**src/design/sdram_pkg.sv**
```systemverilog
// Shared widths, types and SDRAM region map for the bank slot subsystem.
// Imported by the slots, the arbiters, the request interface and the top level.
// Offsets and address widths are in SDRAM words unless noted otherwise.
package sdram_pkg;

    localparam int SDRAM_AW = 23;  // Word address into one bank
    localparam int SDRAM_DW = 16;

    typedef logic [SDRAM_AW-1:0] sdram_addr_t;
    typedef logic [SDRAM_DW-1:0] word_t;
    typedef logic [7:0]          byte_t;

    // One bit per byte, low means the byte is written
    typedef logic [SDRAM_DW/8-1:0] wrmask_t;

    // Bank 0 region map
    localparam sdram_addr_t ROM_OFFSET = 23'h00_0000;
    localparam sdram_addr_t RAM_OFFSET = 23'h30_0000;
    localparam sdram_addr_t SND_OFFSET = 23'h38_0000;

    // Bank 1 holds graphics only
    localparam sdram_addr_t GFX_OFFSET = 23'h00_0000;

    // Slot indexes on bank 0 set the priority order
    localparam int BANK0_SLOTS = 3;
    localparam int SLOT_RAM    = 0;
    localparam int SLOT_ROM    = 1;
    localparam int SLOT_SND    = 2;

    localparam int BANK1_SLOTS = 1;
    localparam int SLOT_GFX    = 0;

    // Client address widths
    localparam int RAM_AW = 17;  // 16-bit words
    localparam int ROM_AW = 20;  // 16-bit words
    localparam int SND_AW = 16;  // Bytes
    localparam int GFX_AW = 21;  // 16-bit words

endpackage

```
**src/design/bank_req_if.sv**
```systemverilog
// Request channel between one client slot and its bank arbiter.
// The slot holds req with addr, wr, din and wrmask steady until ack.
// ack pulses when the bank takes the request, rdy pulses once data is valid
// or the write has completed. No new req is raised before rdy.
`timescale 1ns/1ps

interface bank_req_if import sdram_pkg::*; ();

    logic        req;
    sdram_addr_t addr;
    logic        wr;
    word_t       din;
    wrmask_t     wrmask;   // Active low

    logic        ack;
    logic        rdy;
    word_t       data;

    modport slot (
        output req, addr, wr, din, wrmask,
        input  ack, rdy, data
    );

    modport arbiter (
        input  req, addr, wr, din, wrmask,
        output ack, rdy, data
    );

endinterface

```
**src/design/bank_arbiter.sv**
```systemverilog
// Fixed-priority arbiter for one SDRAM bank port.
// The lowest slot index with req high wins while the bank is idle, and the
// grant holds from the bank request until rdy, so there is one access in
// flight. The bank request is registered and drops on ack.
// ack, rdy and data_read go back to the granted slot only.
`timescale 1ns/1ps

module bank_arbiter import sdram_pkg::*; #(
    parameter int N = 1
) (
    input  logic        clk,
    input  logic        arst_n,
    bank_req_if.arbiter slots [N],
    output sdram_addr_t sdram_addr,
    output logic        sdram_rd,
    output logic        sdram_wr,
    output word_t       sdram_din,
    output wrmask_t     sdram_wrmask,
    input  logic        sdram_ack,
    input  logic        sdram_rdy,
    input  word_t       data_read
);

    localparam int GW = (N > 1) ? $clog2(N) : 1;

    logic [N-1:0]  req_vec;
    logic [N-1:0]  wr_vec;
    sdram_addr_t   addr_arr [N];
    word_t         din_arr  [N];
    wrmask_t       mask_arr [N];
    logic [GW-1:0] pick;
    logic [GW-1:0] grant;
    logic          busy;
    logic          start;

    for (genvar i = 0; i < N; i++) begin : g_slot
        assign req_vec[i]  = slots[i].req;
        assign wr_vec[i]   = slots[i].wr;
        assign addr_arr[i] = slots[i].addr;
        assign din_arr[i]  = slots[i].din;
        assign mask_arr[i] = slots[i].wrmask;

        assign slots[i].ack  = sdram_ack && (sdram_rd || sdram_wr) && (grant == GW'(i));
        assign slots[i].rdy  = sdram_rdy && busy && (grant == GW'(i));
        assign slots[i].data = (grant == GW'(i)) ? data_read : '0;
    end

    always_comb begin
        pick = '0;
        for (int i = N - 1; i >= 0; i--) begin
            if (req_vec[i]) pick = GW'(i);  // Lowest index wins
        end
    end

    assign start = !busy && (|req_vec);

    always_ff @(posedge clk or negedge arst_n) begin
        if (!arst_n) begin
            busy     <= 1'b0;
            grant    <= '0;
            sdram_rd <= 1'b0;
            sdram_wr <= 1'b0;
        end else if (start) begin
            busy     <= 1'b1;
            grant    <= pick;
            sdram_rd <= !wr_vec[pick];
            sdram_wr <= wr_vec[pick];
        end else if (busy) begin
            if (sdram_ack) begin
                sdram_rd <= 1'b0;
                sdram_wr <= 1'b0;
            end
            if (sdram_rdy) busy <= 1'b0;  // Bank free for the next request
        end
    end

    always_ff @(posedge clk) begin
        if (start) begin
            sdram_addr   <= addr_arr[pick];
            sdram_din    <= din_arr[pick];
            sdram_wrmask <= mask_arr[pick];
        end
    end

endmodule

```
**src/design/mem_slot.sv**
```systemverilog
// Client slot in front of one bank arbiter.
// Maps the client address into its SDRAM region and keeps the last word read,
// so a repeated address is answered without a bank access.
// Byte clients get the high byte when the address low bit is set.
// WRITABLE=0 gives a read-only slot with the write fields held idle.
`timescale 1ns/1ps

module mem_slot import sdram_pkg::*; #(
    parameter type         payload_t = word_t,
    parameter sdram_addr_t OFFSET    = '0,
    parameter int          AW        = 16,
    parameter bit          WRITABLE  = 1'b0
) (
    input  logic          clk,
    input  logic          arst_n,
    input  logic          cs,
    input  logic [AW-1:0] addr,
    input  logic          rnw,
    input  payload_t      din,
    input  wrmask_t       dsn,
    output logic          ok,
    output payload_t      dout,
    bank_req_if.slot      bus
);

    localparam bit IS_BYTE = ($bits(payload_t) == 8);

    sdram_addr_t   word_addr;
    word_t         din_word;
    sdram_addr_t   cache_addr;
    word_t         cache_word;
    logic          cache_valid;
    logic          busy;        // Request out, waiting for rdy
    logic [AW-1:0] last_addr;
    logic          last_rnw;
    logic          is_write;
    logic          hit;
    logic          addr_moved;

    if (IS_BYTE) begin : g_byte
        assign word_addr = OFFSET + sdram_addr_t'(addr[AW-1:1]);
        assign din_word  = {din, din};
        assign dout      = payload_t'(addr[0] ? cache_word[15:8] : cache_word[7:0]);
    end else begin : g_word
        assign word_addr = OFFSET + sdram_addr_t'(addr);
        assign din_word  = word_t'(din);
        assign dout      = payload_t'(cache_word);
    end

    assign is_write   = WRITABLE && !rnw;
    assign hit        = cache_valid && (cache_addr == word_addr) && !is_write;
    assign addr_moved = (addr != last_addr) || (rnw != last_rnw);

    assign bus.addr   = word_addr;
    assign bus.wr     = is_write;
    assign bus.din    = WRITABLE ? din_word : '0;
    assign bus.wrmask = WRITABLE ? dsn : '1;

    always_ff @(posedge clk or negedge arst_n) begin
        if (!arst_n) begin
            bus.req     <= 1'b0;
            busy        <= 1'b0;
            ok          <= 1'b0;
            cache_valid <= 1'b0;
        end else begin
            if (bus.ack) bus.req <= 1'b0;
            if (bus.rdy) begin
                busy <= 1'b0;
                ok   <= 1'b1;   // Data lands in the cache on this edge
                if (!is_write) cache_valid <= 1'b1;
            end else if (!cs || (ok && addr_moved)) begin
                ok <= 1'b0;
            end else if (!ok && !busy) begin
                if (hit) begin
                    ok <= 1'b1;  // Served locally
                end else begin
                    bus.req <= 1'b1;
                    busy    <= 1'b1;
                end
            end
        end
    end

    // Cached word and the client access being answered
    always_ff @(posedge clk) begin
        if (!ok) begin
            last_addr <= addr;
            last_rnw  <= rnw;
        end
        if (bus.rdy) begin
            if (!is_write) begin
                cache_addr <= word_addr;
                cache_word <= bus.data;
            end else if (cache_valid && cache_addr == word_addr) begin
                if (!dsn[1]) cache_word[15:8] <= din_word[15:8];
                if (!dsn[0]) cache_word[7:0]  <= din_word[7:0];
            end
        end
    end

endmodule

```
**src/design/sdram_banks.sv**
```systemverilog
// Top level of the SDRAM bank slot subsystem.
// Bank 0 (read/write) serves work RAM, program ROM and sound ROM in that
// priority order. Bank 1 (read only) serves the graphics ROM.
// Each client uses a cs level and waits for ok before changing its address.
`timescale 1ns/1ps

module sdram_banks import sdram_pkg::*; (
    input  logic              clk,
    input  logic              arst_n,
    // Main CPU work RAM
    input  logic              main_ram_cs,
    input  logic [RAM_AW-1:0] main_ram_addr,
    input  logic              main_rnw,
    input  word_t             main_dout,
    input  wrmask_t           dsn,
    output logic              main_ram_ok,
    output word_t             main_ram_data,
    // Main CPU program ROM
    input  logic              main_rom_cs,
    input  logic [ROM_AW-1:0] main_rom_addr,
    output logic              main_rom_ok,
    output word_t             main_rom_data,
    // Sound CPU ROM, byte wide
    input  logic              snd_cs,
    input  logic [SND_AW-1:0] snd_addr,
    output logic              snd_ok,
    output byte_t             snd_data,
    // Graphics ROM
    input  logic              gfx_cs,
    input  logic [GFX_AW-1:0] gfx_addr,
    output logic              gfx_ok,
    output word_t             gfx_data,
    // Bank 0
    output sdram_addr_t       ba0_addr,
    output logic              ba0_rd,
    output logic              ba0_wr,
    output word_t             ba0_din,
    output wrmask_t           ba0_din_m,
    input  logic              ba0_ack,
    input  logic              ba0_rdy,
    // Bank 1
    output sdram_addr_t       ba1_addr,
    output logic              ba1_rd,
    input  logic              ba1_ack,
    input  logic              ba1_rdy,
    input  word_t             data_read
);

    bank_req_if b0_req [BANK0_SLOTS] ();
    bank_req_if b1_req [BANK1_SLOTS] ();

    mem_slot #(.payload_t(word_t), .OFFSET(RAM_OFFSET), .AW(RAM_AW), .WRITABLE(1'b1)) i_ram_slot (
        .clk(clk), .arst_n(arst_n), .cs(main_ram_cs), .addr(main_ram_addr), .rnw(main_rnw),
        .din(main_dout), .dsn(dsn), .ok(main_ram_ok), .dout(main_ram_data),
        .bus(b0_req[SLOT_RAM])
    );

    mem_slot #(.payload_t(word_t), .OFFSET(ROM_OFFSET), .AW(ROM_AW)) i_rom_slot (
        .clk(clk), .arst_n(arst_n), .cs(main_rom_cs), .addr(main_rom_addr), .rnw(1'b1),
        .din('0), .dsn(2'b11), .ok(main_rom_ok), .dout(main_rom_data),
        .bus(b0_req[SLOT_ROM])
    );

    mem_slot #(.payload_t(byte_t), .OFFSET(SND_OFFSET), .AW(SND_AW)) i_snd_slot (
        .clk(clk), .arst_n(arst_n), .cs(snd_cs), .addr(snd_addr), .rnw(1'b1),
        .din('0), .dsn(2'b11), .ok(snd_ok), .dout(snd_data),
        .bus(b0_req[SLOT_SND])
    );

    mem_slot #(.payload_t(word_t), .OFFSET(GFX_OFFSET), .AW(GFX_AW)) i_gfx_slot (
        .clk(clk), .arst_n(arst_n), .cs(gfx_cs), .addr(gfx_addr), .rnw(1'b1),
        .din('0), .dsn(2'b11), .ok(gfx_ok), .dout(gfx_data),
        .bus(b1_req[SLOT_GFX])
    );

    bank_arbiter #(.N(BANK0_SLOTS)) i_bank0_arb (
        .clk(clk), .arst_n(arst_n), .slots(b0_req),
        .sdram_addr(ba0_addr), .sdram_rd(ba0_rd), .sdram_wr(ba0_wr),
        .sdram_din(ba0_din), .sdram_wrmask(ba0_din_m),
        .sdram_ack(ba0_ack), .sdram_rdy(ba0_rdy), .data_read(data_read)
    );

    // Read-only bank, write fields left open
    bank_arbiter #(.N(BANK1_SLOTS)) i_bank1_arb (
        .clk(clk), .arst_n(arst_n), .slots(b1_req),
        .sdram_addr(ba1_addr), .sdram_rd(ba1_rd), .sdram_wr(),
        .sdram_din(), .sdram_wrmask(),
        .sdram_ack(ba1_ack), .sdram_rdy(ba1_rdy), .data_read(data_read)
    );

endmodule

```
**config.mk**
```make
export PLATFORM = sky130hd
export DESIGN_NAME = sdram_banks
export DESIGN_NICKNAME = d
export VERILOG_FILES = /design/src/design/sdram_pkg.sv /design/src/design/bank_req_if.sv /design/src/design/bank_arbiter.sv /design/src/design/mem_slot.sv /design/src/design/sdram_banks.sv
export SDC_FILE = /design/constraint.sdc
export NUM_CORES = 1
export LEC_CHECK = 0
export BUFFER_PORTS_ARGS = -buffer_cell sky130_fd_sc_hd__buf_2
export CORE_ASPECT_RATIO = 1.25
export CORE_MARGIN = 2
export CORE_UTILIZATION = 61
export CTS_CLUSTER_DIAMETER = 200
export DETAILED_ROUTE_END_ITERATION = 8
export PLACE_DENSITY = 0.86
export SYNTH_ARGS = -nofsm -noshare
export SYNTH_HDL_FRONTEND = slang
export SYNTH_HIERARCHICAL = 1
export SYNTH_SLANG_ARGS = --single-unit
```
**constraint.sdc**
```tcl
create_clock -name clk -period 7.6 [get_ports clk]
set_clock_uncertainty 0.1 [all_clocks]
set_input_delay 0.38 -clock clk [delete_from_list [all_inputs] [get_ports clk]]
set_output_delay 0.38 -clock clk [all_outputs]
set_load 0.02 [all_outputs]
```
==> flow_metrics.tcl <==
set metrics [dict create \
    status "complete, no violations" \
    setup_viol 0 \
    tightest_slew_ns 1.14 \
    layout-drive-gt1-share 0.281 \
    timing_worst_setup_path_type "input port to register" \
    clk_pin_slew_worst_paths_ns 0.06 \
    chipWidth_um 139 \
    rsz0062_at_grt "false" \
    worst_ep_required_time_ns 7.66 \
    start_util 0.624 \
    dp_hpwl_um 20900 \
    postCtsSetupBuffers 0 \
    cts-root-buf "clkbuf_16" \
    dp_cells 1384 \
    drc 0 \
    avgRoutedWirePerCell_um 20.5 \
    setup_tns_ns 0 \
    worstPathCellList "dlygate4sd3_1 > buf_2 > xor2_1 > nor4_1 > nand3_1 > or3_1 > a21oi_1" \
    syn_avg_cell_area_um2 14.2 \
    syn_to_final_growth_pct 12.4 \
    synth.cell_area_um2 14000 \
    die_height_um 173 \
    worstPathArrival_ns 2.93 \
    final_cells 1474 \
    clock_path_buffers 3 \
    fin_crit_sh 0.377 \
    ir_worst_vdd_uv 289 \
    path_max_fanout 8 \
    overflow 0 \
    power_density_nw_per_um2 336 \
    track_usage 0.250 \
    cts_resized 0 \
    ff_latch_area_um2 8980 \
    slew_headroom 0.236 \
    cts_tree "built" \
    grt_pass1_vias 8124 \
    antenna_found_initial 1 \
    core_area_um2 22400 \
    portBuffers 245 \
    hp-class "input port to register" \
    vias 7905 \
    fin_nets 1287 \
    cts_buffers 28 \
    final_common_cell "edfxtp_1" \
    max_freq_ghz 0.349 \
    io_pins 246 \
    drv_slew 0 \
    synth_cells 981 \
    grt_pass1_wl_um 46300 \
    dr.first_iter.drc_count 531 \
    ant_nets 0 \
    routed_wl_um 30300 \
    startpoint_type "input port" \
    endpoint_kind "register" \
    die_area_um2 24100 \
    max-cap-violations 0 \
    first_pass_iters 5 \
    gp_congestion 0.900 \
    insertion_delay_ns 0.54 \
    cts_sinks 303 \
    synth-warning-count 6 \
    multi_input_area_um2 3750 \
    fin_hold_ws_ns 0.00455 \
    via_per_inst 5.36 \
    grt_max_degree 84 \
    period_needed_ns 2.86 \
    leakagePower_nw 6.24 \
    critPathSlowestCell "a21oi_1" \
    hold_viol_final 0 \
    ctsHtreeMaxLevel 1 \
    fillCellCount 1483 \
    slowest_delay_ns 0.66 \
    rows 61 \
    mostFrequentLayoutCells "279 x edfxtp_1, 245 x buf_2, 95 x xor2_1, 64 x conb_1, 56 x xnor2_1" \
]
sequential cells by signal (all words and copies together) (netlist names), 17 cells and up:
register and flops:
i_ram_slot/cache_addr 17, i_rom_slot/last_addr 20, i_bank0_arb/sdram_addr 23, i_rom_slot/cache_addr 20, i_ram_slot/last_addr 17, i_gfx_slot/last_addr 21
i_bank1_arb/sdram_addr 23, i_gfx_slot/cache_addr 21
final cells by class:
cell class | count | share of cell area
Sequential cell | 303 | 0.572
Multi-Input combinational cell | 537 | 0.239
Timing Repair Buffer | 287 | 0.104
Clock buffer | 39 | 0.0512
Tap cell | 283 | 0.0226
Clock inverter | 13 | 0.00782
Inverter | 11 | 0.00263
Antenna cell | 1 | 0.000160
worst max-delay path: cells and delay by family:
family	cells	cell delay, ns
XOR/XNOR	1	0.16
buffers and inverters	2	0.70
AND/OR/NAND/NOR	3	1.02
AO/OA/AOI/OAI	1	0.66
through the flow:
stage          cell area, µm²  worst slack [ns]   util  power (mW)
2_1_floorplan           14200              5.35      -        3.49
3_3_place_gp            14400              4.80  0.643        3.81
3_5_place_dp            14400              4.78  0.643        3.87
4_1_cts                 15700              4.75  0.701        5.28
5_1_grt                 15700              4.64  0.701        5.48
6_report                15700              4.74  0.701        5.26
per-layer routing:
| layer | routed length [µm] | track usage |
|---|---|---|
| met1 | 11200 | 0.296 |
| met2 | 15800 | 0.443 |
| met3 | 1960 | 0.0465 |
| met4 | 1330 | 0.110 |
| met5 | 13 | 0 |
path summary, 6_finish.rpt:
check | cells after the start | endpoint | from | slack, ns
setup / recovery | 7 | i_ram_slot/dout[8] | main_ram_addr[11] | 4.74
hold / removal | 1 | i_ram_slot/last_addr[15] | main_ram_addr[15] | 0.005
setup reg to reg | 5 | i_ram_slot/dout[8] | i_ram_slot/cache_addr[11] | 4.92
hold reg to reg | 1 | i_snd_slot/cache_valid | i_snd_slot/cache_valid | 0.37
max in group asynchronous | 2 | i_bank0_arb/busy | arst_n | 6.67
min in group asynchronous | 2 | i_gfx_slot/bus.req | arst_n | 0.33
where the power goes:
part	total (mW)	internal, mW	switching, mW
Clock	1.40	0.806	0.598
Sequential	2.46	2.31	0.151
Combinational	1.40	0.476	0.921
what timing repair did:
action                                  4_1_cts  5_1_grt
endpoints found under the setup margin        0        0
hold buffers                                 37        0
hold endpoints to repair                     89        0
Power figures use the tool's default switching activity.
